File: config.mk
export PLATFORM = sky130hd
export DESIGN_NAME = filter_channel
export DESIGN_NICKNAME = d
export VERILOG_FILES = /design/src/rtl/pkt_filter_pkg.sv /design/src/rtl/filter_channel.sv /design/src/rtl/filter_policy.sv /design/src/rtl/proto_classifier.sv
export SDC_FILE = /design/constraint.sdc
export NUM_CORES = 1
export LEC_CHECK = 0
export ABC_AREA = 1
export BUFFER_PORTS_ARGS = -buffer_cell sky130_fd_sc_hd__buf_2
export CORE_AREA = 2 2 707 709
export DETAILED_ROUTE_END_ITERATION = 10
export DIE_AREA = 0 0 709 711
export MAX_ROUTING_LAYER = met4
export PLACE_DENSITY = 0.3
export SYNTH_ARGS = -nofsm -noshare
export SYNTH_HDL_FRONTEND = slang
export SYNTH_SLANG_ARGS = --single-unit
File: constraint.sdc
create_clock -name nclk -period 7.7 [get_ports nclk]
set_input_delay 2.31 -clock nclk [delete_from_list [all_inputs] [get_ports nclk]]
set_output_delay 2.31 -clock nclk [all_outputs]
set_load 0.05 [all_outputs]
File: src/rtl/pkt_filter_pkg.sv
/*
  Beats are fixed at 64 bytes and the IPv4 header is always taken as 20 bytes
  without options, so every header offset below is a constant.
  Multi-byte header fields are compared in network byte order.
*/
`default_nettype none

package pkt_filter_pkg;

  // Stream geometry
  localparam int unsigned BEAT_BYTES = 64;
  localparam int unsigned DATA_W     = BEAT_BYTES * 8;
  localparam int unsigned KEEP_W     = BEAT_BYTES;
  localparam int unsigned CFG_W      = 64;

  // Byte offsets inside the first beat
  localparam int unsigned OFF_ETHERTYPE  = 12;
  localparam int unsigned OFF_IPV4_PROTO = 23;
  localparam int unsigned OFF_IPV6_NEXT  = 20;
  localparam int unsigned OFF_UDP4_DPORT = 36;
  localparam int unsigned OFF_BTH_OPCODE = 42;

  // EtherType codes
  localparam logic [15:0] ETH_IPV4 = 16'h0800;
  localparam logic [15:0] ETH_IPV6 = 16'h86DD;
  localparam logic [15:0] ETH_ARP  = 16'h0806;

  // IP protocol and IPv6 next header codes
  localparam logic [7:0] IP_ICMP  = 8'd1;
  localparam logic [7:0] IP_ICMP6 = 8'd58;
  localparam logic [7:0] IP_UDP   = 8'd17;
  localparam logic [7:0] IP_TCP   = 8'd6;

  // RoCEv2 well known UDP port
  localparam logic [15:0] ROCE_PORT = 16'd4791;

  // BTH opcodes followed by an AETH
  // RC read response only/first/last and RC ack
  localparam logic [3:0][7:0] OP_AETH = {8'h11, 8'h10, 8'h0F, 8'h0D};
  // BTH opcodes followed by a RETH
  // RC write first/only, write only with immediate, read request
  localparam logic [3:0][7:0] OP_RETH = {8'h0C, 8'h0B, 8'h0A, 8'h06};

  // Configuration bits, drop whole packet
  localparam int unsigned CFG_DROP_IPV4  = 8;
  localparam int unsigned CFG_DROP_IPV6  = 9;
  localparam int unsigned CFG_DROP_ARP   = 16;
  localparam int unsigned CFG_DROP_ICMP4 = 18;
  localparam int unsigned CFG_DROP_ICMP6 = 20;
  localparam int unsigned CFG_DROP_UDP4  = 22;
  localparam int unsigned CFG_DROP_UDP6  = 24;
  localparam int unsigned CFG_DROP_TCP4  = 26;
  localparam int unsigned CFG_DROP_ROCE4 = 30;

  // Configuration bits, keep headers only
  localparam int unsigned CFG_TRIM_UDP4  = 23;
  localparam int unsigned CFG_TRIM_UDP6  = 25;
  localparam int unsigned CFG_TRIM_TCP4  = 27;
  localparam int unsigned CFG_TRIM_ROCE4 = 31;

  // Header lengths in bytes, Ethernet header included
  localparam int unsigned HDR_UDP4      = 42;
  localparam int unsigned HDR_UDP6      = 62;
  // TCP options are not counted
  localparam int unsigned HDR_TCP4      = 54;
  localparam int unsigned HDR_ROCE      = 54;
  localparam int unsigned HDR_ROCE_AETH = 58;
  // Longer than one beat
  localparam int unsigned HDR_ROCE_RETH = 70;

  // Keep mask with the low n bytes set
  function automatic logic [KEEP_W-1:0] keep_low(input int unsigned n);
    logic [KEEP_W-1:0] mask;
    mask = '0;
    for (int i = 0; i < KEEP_W; i++) begin
      mask[i] = (i < n);
    end
    return mask;
  endfunction

endpackage

`default_nettype wire

File: src/rtl/filter_channel.sv
/*
  One direction of the tap. Both outputs share a joined ready, so a stall
  on either sink blocks the input. Outputs are combinational from the
  input beat; packet state only moves on accepted beats.
*/
`timescale 1ns/1ps
`default_nettype none

module filter_channel
  import pkt_filter_pkg::*;
(
  input  logic              nclk,
  input  logic              nresetn_r,
  input  logic [CFG_W-1:0]  filter_config,
  // Input stream
  input  logic              in_tvalid,
  output logic              in_tready,
  input  logic [DATA_W-1:0] in_tdata,
  input  logic [KEEP_W-1:0] in_tkeep,
  input  logic              in_tlast,
  // Pass-through copy
  output logic              pass_tvalid,
  input  logic              pass_tready,
  output logic [DATA_W-1:0] pass_tdata,
  output logic [KEEP_W-1:0] pass_tkeep,
  output logic              pass_tlast,
  // Filtered stream
  output logic              filt_tvalid,
  input  logic              filt_tready,
  output logic [DATA_W-1:0] filt_tdata,
  output logic [KEEP_W-1:0] filt_tkeep,
  output logic              filt_tlast
);

  logic              accept;
  logic              in_pkt;
  logic              pkt_dropped;
  logic              hdr_remaining;
  logic              is_ipv4;
  logic              is_ipv6;
  logic              is_arp;
  logic              is_icmp4;
  logic              is_icmp6;
  logic              is_udp4;
  logic              is_udp6;
  logic              is_tcp4;
  logic              is_roce4;
  logic              roce_aeth;
  logic              roce_reth;
  logic              drop_beat;
  logic              cut_beat;
  logic [KEEP_W-1:0] cut_keep;
  logic              spill;

  // Ready join across both sinks
  assign in_tready = pass_tready && filt_tready;
  assign accept    = in_tvalid && in_tready;

  // Unmodified copy of every accepted beat
  assign pass_tvalid = accept;
  assign pass_tdata  = in_tdata;
  assign pass_tkeep  = in_tkeep;
  assign pass_tlast  = in_tlast;

  proto_classifier u_classifier (
    .beat      (in_tdata),
    .is_ipv4   (is_ipv4),
    .is_ipv6   (is_ipv6),
    .is_arp    (is_arp),
    .is_icmp4  (is_icmp4),
    .is_icmp6  (is_icmp6),
    .is_udp4   (is_udp4),
    .is_udp6   (is_udp6),
    .is_tcp4   (is_tcp4),
    .is_roce4  (is_roce4),
    .roce_aeth (roce_aeth),
    .roce_reth (roce_reth)
  );

  filter_policy u_policy (
    .is_ipv4       (is_ipv4),
    .is_ipv6       (is_ipv6),
    .is_arp        (is_arp),
    .is_icmp4      (is_icmp4),
    .is_icmp6      (is_icmp6),
    .is_udp4       (is_udp4),
    .is_udp6       (is_udp6),
    .is_tcp4       (is_tcp4),
    .is_roce4      (is_roce4),
    .roce_aeth     (roce_aeth),
    .roce_reth     (roce_reth),
    .filter_config (filter_config),
    .first_beat    (!in_pkt),
    .pkt_dropped   (pkt_dropped),
    .hdr_remaining (hdr_remaining),
    .drop_beat     (drop_beat),
    .cut_beat      (cut_beat),
    .cut_keep      (cut_keep),
    .spill         (spill)
  );

  // Filtered view, data always follows the input
  assign filt_tvalid = accept && !drop_beat;
  assign filt_tdata  = in_tdata;
  // Cut beat closes the filtered packet early
  assign filt_tkeep  = cut_beat ? cut_keep : in_tkeep;
  assign filt_tlast  = cut_beat || in_tlast;

  // Packet position, drop and spill state
  always_ff @(posedge nclk) begin
    if (!nresetn_r) begin
      in_pkt        <= 1'b0;
      pkt_dropped   <= 1'b0;
      hdr_remaining <= 1'b0;
    end else if (accept) begin
      if (in_tlast) begin
        in_pkt        <= 1'b0;
        pkt_dropped   <= 1'b0;
        hdr_remaining <= 1'b0;
      end else begin
        in_pkt        <= 1'b1;
        // Everything after a drop or a cut is discarded
        pkt_dropped   <= pkt_dropped || drop_beat || cut_beat;
        hdr_remaining <= spill;
      end
    end
  end

  // Header cut always leaves some bytes
  cut_keep_nonzero: assert property (
    @(posedge nclk) disable iff (!nresetn_r)
    (accept && cut_beat) |-> (filt_tkeep != '0));

endmodule

`default_nettype wire

File: src/rtl/filter_policy.sv
/*
  Pure decision logic; outputs are only used on accepted beats.
  Trim priority is UDP4, UDP6, TCP4, then RoCE4. A RoCE RETH header
  spills 6 bytes into the second beat, which is cut there.
*/
`timescale 1ns/1ps
`default_nettype none

module filter_policy
  import pkt_filter_pkg::*;
(
  input  logic              is_ipv4,
  input  logic              is_ipv6,
  input  logic              is_arp,
  input  logic              is_icmp4,
  input  logic              is_icmp6,
  input  logic              is_udp4,
  input  logic              is_udp6,
  input  logic              is_tcp4,
  input  logic              is_roce4,
  input  logic              roce_aeth,
  input  logic              roce_reth,
  input  logic [CFG_W-1:0]  filter_config,
  input  logic              first_beat,
  input  logic              pkt_dropped,
  input  logic              hdr_remaining,
  output logic              drop_beat,
  output logic              cut_beat,
  output logic [KEEP_W-1:0] cut_keep,
  output logic              spill
);

  // Keep masks for each header length
  localparam logic [KEEP_W-1:0] KEEP_UDP4      = keep_low(HDR_UDP4);
  localparam logic [KEEP_W-1:0] KEEP_UDP6      = keep_low(HDR_UDP6);
  localparam logic [KEEP_W-1:0] KEEP_TCP4      = keep_low(HDR_TCP4);
  localparam logic [KEEP_W-1:0] KEEP_ROCE      = keep_low(HDR_ROCE);
  localparam logic [KEEP_W-1:0] KEEP_ROCE_AETH = keep_low(HDR_ROCE_AETH);
  // Part of the RETH header left over for the second beat
  localparam logic [KEEP_W-1:0] KEEP_RETH_TAIL = keep_low(HDR_ROCE_RETH - BEAT_BYTES);

  logic drop_match;

  // Any enabled drop class hit on the first beat
  assign drop_match = first_beat && (
      (is_ipv4  && filter_config[CFG_DROP_IPV4])  ||
      (is_ipv6  && filter_config[CFG_DROP_IPV6])  ||
      (is_arp   && filter_config[CFG_DROP_ARP])   ||
      (is_icmp4 && filter_config[CFG_DROP_ICMP4]) ||
      (is_icmp6 && filter_config[CFG_DROP_ICMP6]) ||
      (is_udp4  && filter_config[CFG_DROP_UDP4])  ||
      (is_udp6  && filter_config[CFG_DROP_UDP6])  ||
      (is_tcp4  && filter_config[CFG_DROP_TCP4])  ||
      (is_roce4 && filter_config[CFG_DROP_ROCE4]));

  always_comb begin
    drop_beat = 1'b0;
    cut_beat  = 1'b0;
    cut_keep  = '0;
    spill     = 1'b0;
    if (drop_match || (!first_beat && pkt_dropped)) begin
      // Whole packet, or the tail after a cut
      drop_beat = 1'b1;
    end else if (first_beat) begin
      if (is_udp4 && filter_config[CFG_TRIM_UDP4]) begin
        cut_beat = 1'b1;
        cut_keep = KEEP_UDP4;
      end else if (is_udp6 && filter_config[CFG_TRIM_UDP6]) begin
        cut_beat = 1'b1;
        cut_keep = KEEP_UDP6;
      end else if (is_tcp4 && filter_config[CFG_TRIM_TCP4]) begin
        cut_beat = 1'b1;
        cut_keep = KEEP_TCP4;
      end else if (is_roce4 && filter_config[CFG_TRIM_ROCE4]) begin
        if (roce_aeth) begin
          cut_beat = 1'b1;
          cut_keep = KEEP_ROCE_AETH;
        end else if (roce_reth) begin
          // Header runs past this beat, pass it whole
          spill = 1'b1;
        end else begin
          // BTH only
          cut_beat = 1'b1;
          cut_keep = KEEP_ROCE;
        end
      end
    end else if (hdr_remaining) begin
      // Second beat of a RETH header
      cut_beat = 1'b1;
      cut_keep = KEEP_RETH_TAIL;
    end
  end

endmodule

`default_nettype wire

File: src/rtl/proto_classifier.sv
/*
  Flags are only meaningful on the first beat of a packet.
  IPv4 is assumed to carry a 20 byte header, so IPv4 packets with
  options may be misclassified.
*/
`timescale 1ns/1ps
`default_nettype none

module proto_classifier
  import pkt_filter_pkg::*;
(
  input  logic [DATA_W-1:0] beat,
  output logic              is_ipv4,
  output logic              is_ipv6,
  output logic              is_arp,
  output logic              is_icmp4,
  output logic              is_icmp6,
  output logic              is_udp4,
  output logic              is_udp6,
  output logic              is_tcp4,
  output logic              is_roce4,
  output logic              roce_aeth,
  output logic              roce_reth
);

  // Byte idx of the beat, byte 0 is the first on the wire
  function automatic logic [7:0] beat_byte(input logic [DATA_W-1:0] w,
                                           input int unsigned idx);
    return w[idx*8 +: 8];
  endfunction

  logic [15:0] ethertype;
  logic [7:0]  ipv4_proto;
  logic [7:0]  ipv6_next;
  logic [15:0] udp_dport;
  logic [7:0]  bth_opcode;
  logic        op_aeth;
  logic        op_reth;

  // Header fields at fixed offsets
  // First byte is the most significant one
  assign ethertype  = {beat_byte(beat, OFF_ETHERTYPE), beat_byte(beat, OFF_ETHERTYPE + 1)};
  assign ipv4_proto = beat_byte(beat, OFF_IPV4_PROTO);
  assign ipv6_next  = beat_byte(beat, OFF_IPV6_NEXT);
  assign udp_dport  = {beat_byte(beat, OFF_UDP4_DPORT), beat_byte(beat, OFF_UDP4_DPORT + 1)};
  assign bth_opcode = beat_byte(beat, OFF_BTH_OPCODE);

  // Opcode group lookup
  always_comb begin
    op_aeth = 1'b0;
    op_reth = 1'b0;
    for (int i = 0; i < 4; i++) begin
      if (bth_opcode == OP_AETH[i]) begin
        op_aeth = 1'b1;
      end
      if (bth_opcode == OP_RETH[i]) begin
        op_reth = 1'b1;
      end
    end
  end

  // Layer 2 and 3
  assign is_ipv4 = (ethertype == ETH_IPV4);
  assign is_ipv6 = (ethertype == ETH_IPV6);
  assign is_arp  = (ethertype == ETH_ARP);

  // Layer 4 over IPv4
  assign is_icmp4 = is_ipv4 && (ipv4_proto == IP_ICMP);
  assign is_udp4  = is_ipv4 && (ipv4_proto == IP_UDP);
  assign is_tcp4  = is_ipv4 && (ipv4_proto == IP_TCP);

  // Layer 4 over IPv6, no extension headers walked
  assign is_icmp6 = is_ipv6 && (ipv6_next == IP_ICMP6);
  assign is_udp6  = is_ipv6 && (ipv6_next == IP_UDP);

  // RoCEv2 by UDP destination port
  assign is_roce4 = is_udp4 && (udp_dport == ROCE_PORT);

  // Extra transport header after the BTH
  assign roce_aeth = is_roce4 && op_aeth;
  assign roce_reth = is_roce4 && op_reth;

endmodule

`default_nettype wire

==> impl_metrics.yaml, run 1 <==
clock_network:
  clkTransAtPathRegs_ns: 0.03
  numCtsBuffers: 3
  htreeDepth: 1
  cts_resized: 0
  cts_tree: "built"
  clock-sinks: 3
  postCtsHoldBufs: 0
  root_buffer: "clkbuf_16"
  clk_latency_ns: 0.23
  clock_path_buffers: 2
  post_cts_buffers: 0
detailed_routing:
  dr.first_iter.drc_count: 562
  routed_wl_um: 313000
  post_drt_wl_per_cell_um: 42.0
  num_vias: 6964
  drt_pass1_iterations: 4
  remaining_drc_errors: 0
  antenna_left: 0
  vias_per_cell: 0.935
placed_design:
  place_inst: 7385
  dpl_cell_area_sq_mm: 0.0122
  place_hpwl_um: 303000
  io_buffers: 383
  gp_congestion: 0.702
setup_path:
  path_max_fanout: 12
  required_ns: 5.39
  ff2ff_path_depth: 11
  worst_setup_path_end_kind: "output port"
  startpoint_type: "primary input"
  critPathArrivalTime_ns: 4.92
  regToRegEndpoint: "pkt_dropped$_SDFFE_PN0P_"
  r2r-start: "in_pkt$_SDFFE_PN0P_"
  crit_start: "in_tdata[110]"
  worst-setup-path-type: "in -> out"
  ff2ff_setup_slack_ns: 5.97
timing:
  rsz0062_at_grt: "no"
  finClkSkew_ns: 0.00153
  slew_headroom_pct: 41.6
  tightest_slew_ns: 0.866
  fin_crit_sh_pct: 93.9
  min_period_ns: 7.23
  max_freq_mhz: 138
  final.setup.tns_ns: 0
  worst_hold_slack_ns: 0.478
  drv_slew: 0
  hold_viol_final: 0
  report.final.setup_viol: 0
final_layout:
  fin_area_sq_mm: 0.0124
  drive_above_1_share_pct: 57.8
  stdcell_count: 7450
  final_common_cell: "buf_2"
  nets: 1381
  mostFrequentLayoutCells: "361 x buf_2, 169 x nand2_1, 55 x nor2_1"
  area_growth_pct: 28.3
die:
  die_w_um: 709
  ios: 1803
  coreArea_sq_mm: 0.496
  num_rows: 259
  die_h_um: 711
  initial_core_util_pct: 1.95
  dieArea_sq_mm: 0.504
yosys:
  netlist_instances: 1426
  avgSynthCellArea_sq_um: 6.79
  synth_fa_ha_area_share_pct: 0
  synth-compound-area-share_pct: 0.607
  synth.area.mux_share_pct: 0
  syn-num-nets: 2072
  yosys.area_share.simple_pct: 11.9
  ys.warnings.count: 0
  synth_top_family_by_area: "buffers and inverters"
  ys_ff_latch: 3
  yosysUniqueCellTypes: 25
  synth_area_sq_mm: 0.00968
  seq_area_frac_synth_pct: 0.620
  synth_xor_area_share_pct: 0
global_routing:
  gr-usage-met1_pct: 5.90
  use_met2_pct: 18.7
  grt_max_degree: 38
  grt_use_met3_pct: 20.1
  grt_pass1_wl_um: 330000
  grt_util_all_layers_pct: 12.3
  busiest_layer: "met3"
  antenna_found_initial: 66
  grt_pass1_vias: 5885
  grt_overflow: 0
hold_path:
  hold_path.class: "reg -> reg"
  whs_path_depth: 2
  holdPathEnd: "pkt_dropped$_SDFFE_PN0P_"
  min_from: "pkt_dropped$_SDFFE_PN0P_"
pwr:
  powerDensity_mw_per_mm2: 56.8
  vdd_drop_max_uv: 43.8
  power.leakage_nw: 2.78
  p_total_w: 0.000705
status:
  status: "finished clean"
job:
  maxCapViolCount: 0
==> metal layers <==
| metal | share of wire (%) | up-vias |
|---|---|---|
| met5 | 0 | - |
| met1 | 18 | 2707 |
| met3 | 36 | 269 |
| met4 | 2.9 | 0 |
| met2 | 44 | 2108 |
| li1 | - | 1880 |
==> Yosys cell counts <==
master    count  area share, %
nand2_4       1           0.12
nand2_1     169            6.6
nand3_2       3           0.31
a21oi_2       1          0.090
inv_2         2          0.078
buf_4      1089             84
dfxtp_1       3           0.62
o21bai_1      1          0.078
a21oi_1       3           0.16
nand2_8       1           0.21
o21ai_2       1          0.090
nand4_1       6           0.39
nor2_4        2           0.23
inv_1        41            1.6
buf_2         3           0.16
or2_1         8           0.52
nor3_1        5           0.26
nor2_1       55            2.1
clkbuf_1      3           0.12
o41ai_1       1          0.090
o21ai_0       2           0.10
buf_6         4           0.47
or2_2         1          0.065
nand3_1      16           0.83
nor2_2        5           0.32
==> power breakdown <==
part	internal, W	switching [W]
Sequential	0.0000159	0.000000342
Clock	0.0000684	0.0000154
Combinational	0.000103	0.000503
Total	0.000187	0.000518
==> stage by stage <==
stage | setup slack, ns | utilization, %
4_1_cts | 0.289 | 2.47
3_3_place_gp | 0.270 | 2.46
5_1_grt | 0.206 | 2.50
2_1_floorplan | 1.40 | -
6_report | 0.471 | 2.50
3_5_place_dp | 0.294 | 2.46
==> worst max path at each step <==
stage / end
after global placement: filt_tkeep[59]
after CTS: filt_tkeep[50]
after global routing: filt_tkeep[57]
after floorplan: filt_tkeep[62]
after detailed placement: filt_tkeep[50]
final: filt_tkeep[50]
==> cell families after synthesis <==
group           after synthesis
buf+inv                    1142
simple gates                272
compound gates                9
flops                         3
==> layout make-up <==
cell class / count / area [sq um]
well taps: 6655 / 8330
inverters: 43 / 161
diodes: 61 / 153
multi-input cells: 281 / 1220
clock buffers: 4 / 78.8
repair buffers: 403 / 2420
flip-flops and latches: 3 / 60.1
fillers: 59449 / 484000
==> worst max-delay path: stages <==
cell and delay (ns):
buf_2 0.27, nor2_1 0.17, nand2_1 0.09, nor2_2 0.37
nand3_1 0.18, nor2_2 0.19, nand3_1 0.15, nand3_2 0.14
nand2_8 0.08, nand2_4 0.08, buf_4 0.20, nand3_2 0.11
buf_12 0.17, nand2_1 0.13, buf_12 0.16
==> flip-flops by register name, summed over array words and instances, names as in the netlist <==
name,flops
in_pkt,1
hdr_remaining,1
pkt_dropped,1
No activity file was read; power rests on OpenSTA's default activity.
==> run 2: changes to the inputs <==
--- a/constraint.sdc
+++ b/constraint.sdc
@@ -3,2 +3,2 @@
 set_output_delay 2.31 -clock nclk [all_outputs]
-set_load 0.05 [all_outputs]
+set_load 0.01 [all_outputs]
==> impl_metrics.yaml, run 2 (same netlist as run 1, synthesis figures left out) <==
final_layout:
  mostFrequentLayoutCells: "373 x buf_2, 169 x nand2_1, 55 x nor2_1"
  area_growth_pct: 26.4
  top_regs: "hdr_remaining (1), in_pkt (1), pkt_dropped (1)"
  drive_above_1_share_pct: 57.7
  fillers: 59444
  stdcell_count: 7446
  final_common_cell: "buf_2"
  fin_area_sq_mm: 0.0122
  nets: 1380
timing:
  worst_hold_slack_ns: 0.481
  rsz0062_at_grt: "no"
  drv_slew: 0
  hold_viol_final: 0
  max_freq_mhz: 139
  fin_crit_sh_pct: 93.3
  slew_headroom_pct: 39.5
  final.setup.tns_ns: 0
  tightest_slew_ns: 0.898
  report.final.setup_viol: 0
  finClkSkew_ns: 0.000865
  min_period_ns: 7.18
pwr:
  p_clk_share_pct: 17.1
  swShare_pct: 63.4
  switching_power_w: 0.000306
  power.leakage_nw: 2.71
  powerDensity_mw_per_mm2: 39.4
  pwr-share-seq_pct: 3.4
  vdd_drop_max_uv: 36.1
  internal_power_w: 0.000176
  power_frac_comb_pct: 79.6
placed_design:
  io_buffers: 383
  place_inst: 7384
  place_hpwl_um: 303000
  gp_congestion: 0.706
  dpl_cell_area_sq_mm: 0.0120
detailed_routing:
  antenna_left: 0
  dr.first_iter.drc_count: 500
  num_vias: 6974
  post_drt_wl_per_cell_um: 42.1
  routed_wl_um: 313000
  drt_pass1_iterations: 7
  vias_per_cell: 0.937
  remaining_drc_errors: 0
status:
  status: "finished clean"
clock_network:
  postCtsHoldBufs: 0
  htreeDepth: 1
  post_cts_buffers: 0
  cts_tree: "built"
  cts_resized: 0
  clkTransAtPathRegs_ns: 0.03
  clock-sinks: 3
  clock_path_buffers: 2
  root_buffer: "clkbuf_16"
  numCtsBuffers: 3
  clk_latency_ns: 0.23
job:
  maxCapViolCount: 0
die:
  die_h_um: 711
  initial_core_util_pct: 1.95
  coreArea_sq_mm: 0.496
  die_w_um: 709
  ios: 1803
  num_rows: 259
  dieArea_sq_mm: 0.504
setup_path:
  ff2ff_setup_slack_ns: 5.95
  regToRegEndpoint: "pkt_dropped$_SDFFE_PN0P_"
  r2r-start: "in_pkt$_SDFFE_PN0P_"
  worst_setup_path_end_kind: "output port"
  critPathArrivalTime_ns: 4.87
  ff2ff_path_depth: 11
  worst-setup-path-type: "in -> out"
  path_max_fanout: 12
  required_ns: 5.39
  startpoint_type: "primary input"
global_routing:
  busiest_layer: "met3"
  grt_pass1_vias: 5890
  grt_util_all_layers_pct: 12.3
  gr-usage-met1_pct: 5.89
  antenna_found_initial: 62
  grt_use_met3_pct: 20.2
  grt_overflow: 0
  use_met2_pct: 18.6
  grt_pass1_wl_um: 330000
  grt_max_degree: 38
hold_path:
  hold_path.class: "reg -> reg"
  min_from: "pkt_dropped$_SDFFE_PN0P_"
  holdPathEnd: "pkt_dropped$_SDFFE_PN0P_"
  whs_path_depth: 2
==> run 2: cell count changes in the layout (fill, tap and decap cells not counted), sizes merged <==
cell	change
buf	-1
diode	-3
==> run 2: layout make-up <==
cell class | count | area [sq um] | area share [%]
Multi-Input combinational cell | 281 | 1220 | 9.98
Antenna cell | 58 | 145 | 1.19
Tap cell | 6655 | 8330 | 68.0
Sequential cell | 3 | 60.1 | 0.491
Timing Repair Buffer | 402 | 2250 | 18.4
Clock buffer | 4 | 78.8 | 0.644
Inverter | 43 | 161 | 1.32
==> run 2: metal layers <==
layer | share of wire (%) | vias up
met5 | 0 | -
met3 | 36 | 266
met2 | 44 | 2144
met4 | 3.0 | 0
met1 | 17 | 2682
li1 | - | 1882
==> run 2: how the worst max path moves through the flow <==
stage | startpoint | endpoint | slack, ns | depth (start not counted)
6_report | in_tdata[111] | filt_tkeep[49] | 0.52 | 15
5_1_grt | in_tdata[111] | filt_tkeep[49] | 0.24 | 18
4_1_cts | in_tdata[111] | filt_tkeep[49] | 0.31 | 18
3_5_place_dp | in_tdata[111] | filt_tkeep[49] | 0.32 | 15
3_3_place_gp | in_tdata[111] | filt_tkeep[49] | 0.30 | 16
2_1_floorplan | in_tdata[343] | filt_tkeep[0] | 1.81 | 9
==> run 2: per-stage QoR <==
stage	worst slack, ns	power, W	util (%)
floorplan	1.81	0.000640	-
global placement	0.302	0.000419	2.42
detailed placement	0.323	0.000418	2.42
CTS	0.315	0.000502	2.44
global route	0.236	0.000506	2.46
finish	0.517	0.000482	2.47
==> run 2: critical path, stage by stage <==
cell     delay, ns
buf_2         0.25
nor2_1        0.16
nand2_1       0.10
nor2_2        0.42
nand3_1       0.19
nor2_2        0.18
nand3_1       0.17
nand3_2       0.15
nand2_8       0.07
nand2_4       0.07
buf_4         0.12
nand3_2       0.09
buf_12        0.18
nand2_1       0.08
buf_2         0.25
==> run 2: power groups by stage <==
stage,logic (W),registers [W],clock network (W)
6_report,0.000384,0.0000162,0.0000822
5_1_grt,0.000405,0.0000163,0.0000850
4_1_cts,0.000402,0.0000162,0.0000837
3_5_place_dp,0.000402,0.0000164,0
3_3_place_gp,0.000402,0.0000164,0
2_1_floorplan,0.000624,0.0000163,0
==> run 3: changes to the inputs <==
Settings changed: CELL_PAD_IN_SITES_DETAIL_PLACEMENT set to 0, CELL_PAD_IN_SITES_GLOBAL_PLACEMENT set to 1, CORE_AREA 2 2 707 709 to 2 2 696 698, DIE_AREA 0 0 709 711 to 0 0 698 700.
==> impl_metrics.yaml, run 3 <==
yosys:
  yosys-top-cells-area: "buf_4 84%, nand2_1 6.6%, nor2_1 2.1%"
  yosys.area.top_type_share_pct: 84.4
  seq_area_frac_synth_pct: 0.620
  synth_most_common_cell: "buf_4"
  ys.warnings.count: 0
  yosysUniqueCellTypes: 25
  syn-num-nets: 2072
  netlist_top_cells_count: "1089 x buf_4, 169 x nand2_1, 55 x nor2_1, 41 x inv_1, 16 x nand3_1"
  ys.flop_type: "dfxtp_1"
  netlist_instances: 1426
  synth_area_sq_mm: 0.00968
  synth_top_area_cell: "buf_4"
  avgSynthCellArea_sq_um: 6.79
  ys_ff_latch: 3
  synth_edf_count: 0
  synthArstFlopShare_pct: 0
global_routing:
  grt_util_all_layers_pct: 10.1
  antenna_found_initial: 34
  grt_pass1_wl_um: 265000
  grt_overflow: 0
  grt_pass1_vias: 5758
  grt_max_degree: 38
timing:
  worstEpCategory: "top-level output"
  grt-worst-endpoint: "filt_tkeep[60]"
clock_network:
  post_cts_buffers: 0
  root_buffer: "clkbuf_16"
  numCtsBuffers: 3
  clock-sinks: 3
  clock_path_buffers: 2
  htreeDepth: 1
die:
  die_w_um: 698
  initial_core_util_pct: 2.01
  die_h_um: 700
  num_rows: 255
  ios: 1803
status:
  status: "aborted with a tool error"
  first-error: "[ERROR DRT-0255] Maze Route cannot find path of net in_tdata[221] in worker of routeBox ( 676200 193200 ) ( 698000 241500 )."
  haltStage: "5_2_route"
placed_design:
  gp_congestion: 0.706
  place_hpwl_um: 241000
  io_buffers: 383
-- run 3: cell counts after synthesis --
Identical to the previous run, type by type.
-- run 3: logic make-up after synthesis --
kind of cell,after synthesis,share of synthesized area [%]
buffers and inverters,1142,86.8
AND/OR/NAND/NOR,272,11.9
AO/OA/AOI/OAI,9,0.607
flip-flops,3,0.620
-- run 3: metal layers --
metal / track usage, %
met3: 16.4
met5: -
met4: 3.40
met1: 4.67
met2: 15.1
-- run 3: metrics by stage --
stage	hold slack (ns)	area [sq um]	util (%)	instances	setup WS (ns)
CTS	0.478	11900	2.48	7160	0.109
global route	0.518	11900	2.48	7164	0.0301
global placement	0.466	11800	2.46	7156	0.118
floorplan	0.457	9680	-	1426	1.81
detailed placement	0.472	11800	2.46	7156	0.133
-- run 3: repair_timing --
item	4_1_cts	5_1_grt
setup endpoints to repair	0	13
hold buffers	0	0
resized for setup	0	2
==> run 4: changes to the inputs <==
Settings changed: CELL_PAD_IN_SITES_DETAIL_PLACEMENT 0 to not set, CELL_PAD_IN_SITES_GLOBAL_PLACEMENT 1 to not set, CORE_AREA 2 2 696 698 to 2 2 700 702, DIE_AREA 0 0 698 700 to 0 0 702 704, MAX_ROUTING_LAYER met4 to not set, PLACE_DENSITY 0.3 to not set, PLACE_DENSITY_LB_ADDON set to 0.15.
==> impl_metrics.yaml, run 4 (same netlist as run 1, synthesis figures left out) <==
hold_path:
  holdPathEnd: "hdr_remaining$_SDFFE_PN0P_"
  min_from: "hdr_remaining$_SDFFE_PN0P_"
  whs_path_depth: 2
  hold_path.class: "reg -> reg"
clock_network:
  clock-sinks: 3
  htreeDepth: 1
  clkTransAtPathRegs_ns: 0.03
  clk_latency_ns: 0.23
  clock_path_buffers: 2
  root_buffer: "clkbuf_16"
  postCtsHoldBufs: 0
  cts_tree: "built"
  numCtsBuffers: 3
  post_cts_buffers: 0
  cts_resized: 0
setup_path:
  ff2ff_path_depth: 10
  slowest_stage: "buf_2"
  worst_setup_path_end_kind: "output port"
  ff2ff_setup_slack_ns: 5.83
  r2r-start: "in_pkt$_SDFFE_PN0P_"
  slowest_delay_ns: 0.19
  path_max_fanout: 9
  worst-setup-path-type: "in -> out"
  crit_start: "in_tdata[289]"
  required_ns: 5.39
  startpoint_type: "primary input"
  crit_chain: "buf_2 > inv_1 > nor2_1 > nand2_1 > nor2_1 > buf_4 > nand3_1 > buf_4 > nor2_2 > buf_4 > nand3_1 > nand3_2 > nand2_8 > nand2_4 > inv_2 > buf_12 > buf_12 > nand2_1 > nand2_1 > buf_12"
  regToRegEndpoint: "pkt_dropped$_SDFFE_PN0P_"
  critPathArrivalTime_ns: 4.80
detailed_routing:
  dr.first_iter.drc_count: 461
  num_vias: 6339
  remaining_drc_errors: 0
  antenna_left: 0
  drt_pass1_iterations: 6
  post_drt_wl_per_cell_um: 35.0
  vias_per_cell: 0.877
  routed_wl_um: 253000
die:
  num_rows: 257
  die_w_um: 702
  coreArea_sq_mm: 0.487
  dieArea_sq_mm: 0.494
  initial_core_util_pct: 1.99
  die_h_um: 704
  ios: 1803
job:
  maxCapViolCount: 0
final_layout:
  mostFrequentLayoutCells: "368 x buf_2, 169 x nand2_1, 55 x nor2_1"
  nets: 1382
  final_common_cell: "buf_2"
  stdcell_count: 7231
  top_regs: "hdr_remaining (1), in_pkt (1), pkt_dropped (1)"
  area_growth_pct: 24.0
  fin_area_sq_mm: 0.0120
  drive_above_1_share_pct: 57.7
global_routing:
  grt_pass1_vias: 6008
  grt_util_all_layers_pct: 9.81
  antenna_found_initial: 26
  grt_overflow: 0
  grt_max_degree: 38
  grt_pass1_wl_um: 269000
placed_design:
  io_buffers: 383
  place_inst: 7206
  place_hpwl_um: 245000
  gp_congestion: 0.701
  dpl_cell_area_sq_mm: 0.0119
timing:
  min_period_ns: 7.11
  finClkSkew_ns: 0.000610
  slew_headroom_pct: 54.0
  fin_crit_sh_pct: 92.4
  final.setup.tns_ns: 0
  tightest_slew_ns: 0.688
  drv_slew: 0
  max_freq_mhz: 141
  report.final.setup_viol: 0
  hold_viol_final: 0
  rsz0062_at_grt: "no"
status:
  status: "finished clean"
pwr:
  vdd_drop_max_uv: 39.0
  powerDensity_mw_per_mm2: 41.8
  power.leakage_nw: 2.74
-- run 4: power by group --
group          total [W]  switching (W)  internal (W)
combinational   0.000403       0.000306     0.0000964
sequential     0.0000164    0.000000492     0.0000159
clock          0.0000824      0.0000141     0.0000683
total           0.000502       0.000321      0.000181
-- run 4: area by class of cell --
cell class                 count  area [sq um]
antenna                       21          52.6
timing repair buffer         404          2340
fill                       58577        475000
multi-input combinational    281          1210
clock buffer                   4          78.8
tap                         6475          8100
inverter                      43           161
sequential                     3          60.1
-- run 4: how the worst max path moves through the flow --
stage | end | slack (ns) | depth (start not counted)
floorplan | filt_tkeep[0] | 1.81 | 9
global route | filt_tkeep[43] | 0.22 | 18
detailed placement | filt_tkeep[42] | 0.27 | 18
CTS | filt_tkeep[43] | 0.25 | 18
global placement | filt_tkeep[43] | 0.27 | 18
finish | filt_tkeep[43] | 0.59 | 20
-- run 4: metal layers --
| layer | GRT usage, % | vias up | part of all wire, % |
|---|---|---|---|
| met3 | 16.2 | 250 | 35 |
| met1 | 5.21 | 2463 | 18 |
| li1 | - | 1830 | - |
| met5 | 1.00 | - | 0.29 |
| met2 | 14.6 | 1778 | 42 |
| met4 | 3.49 | 18 | 4.3 |
-- run 4: per-stage QoR --
step / power, W / setup WS [ns] / hold slack, ns / util (%)
final: 0.000502 / 0.588 / 0.476 / 2.46
after global routing: 0.000545 / 0.218 / 0.493 / 2.46
after CTS: 0.000535 / 0.254 / 0.477 / 2.45
after detailed placement: 0.000450 / 0.274 / 0.473 / 2.44
after global placement: 0.000451 / 0.266 / 0.467 / 2.44
after floorplan: 0.000640 / 1.81 / 0.457 / -
-- run 4: worst max-delay path: cells and delay by family --
kind                   cells  cell delay, ns
buffers and inverters      9            1.25
and+or+nand+nor           11            1.16
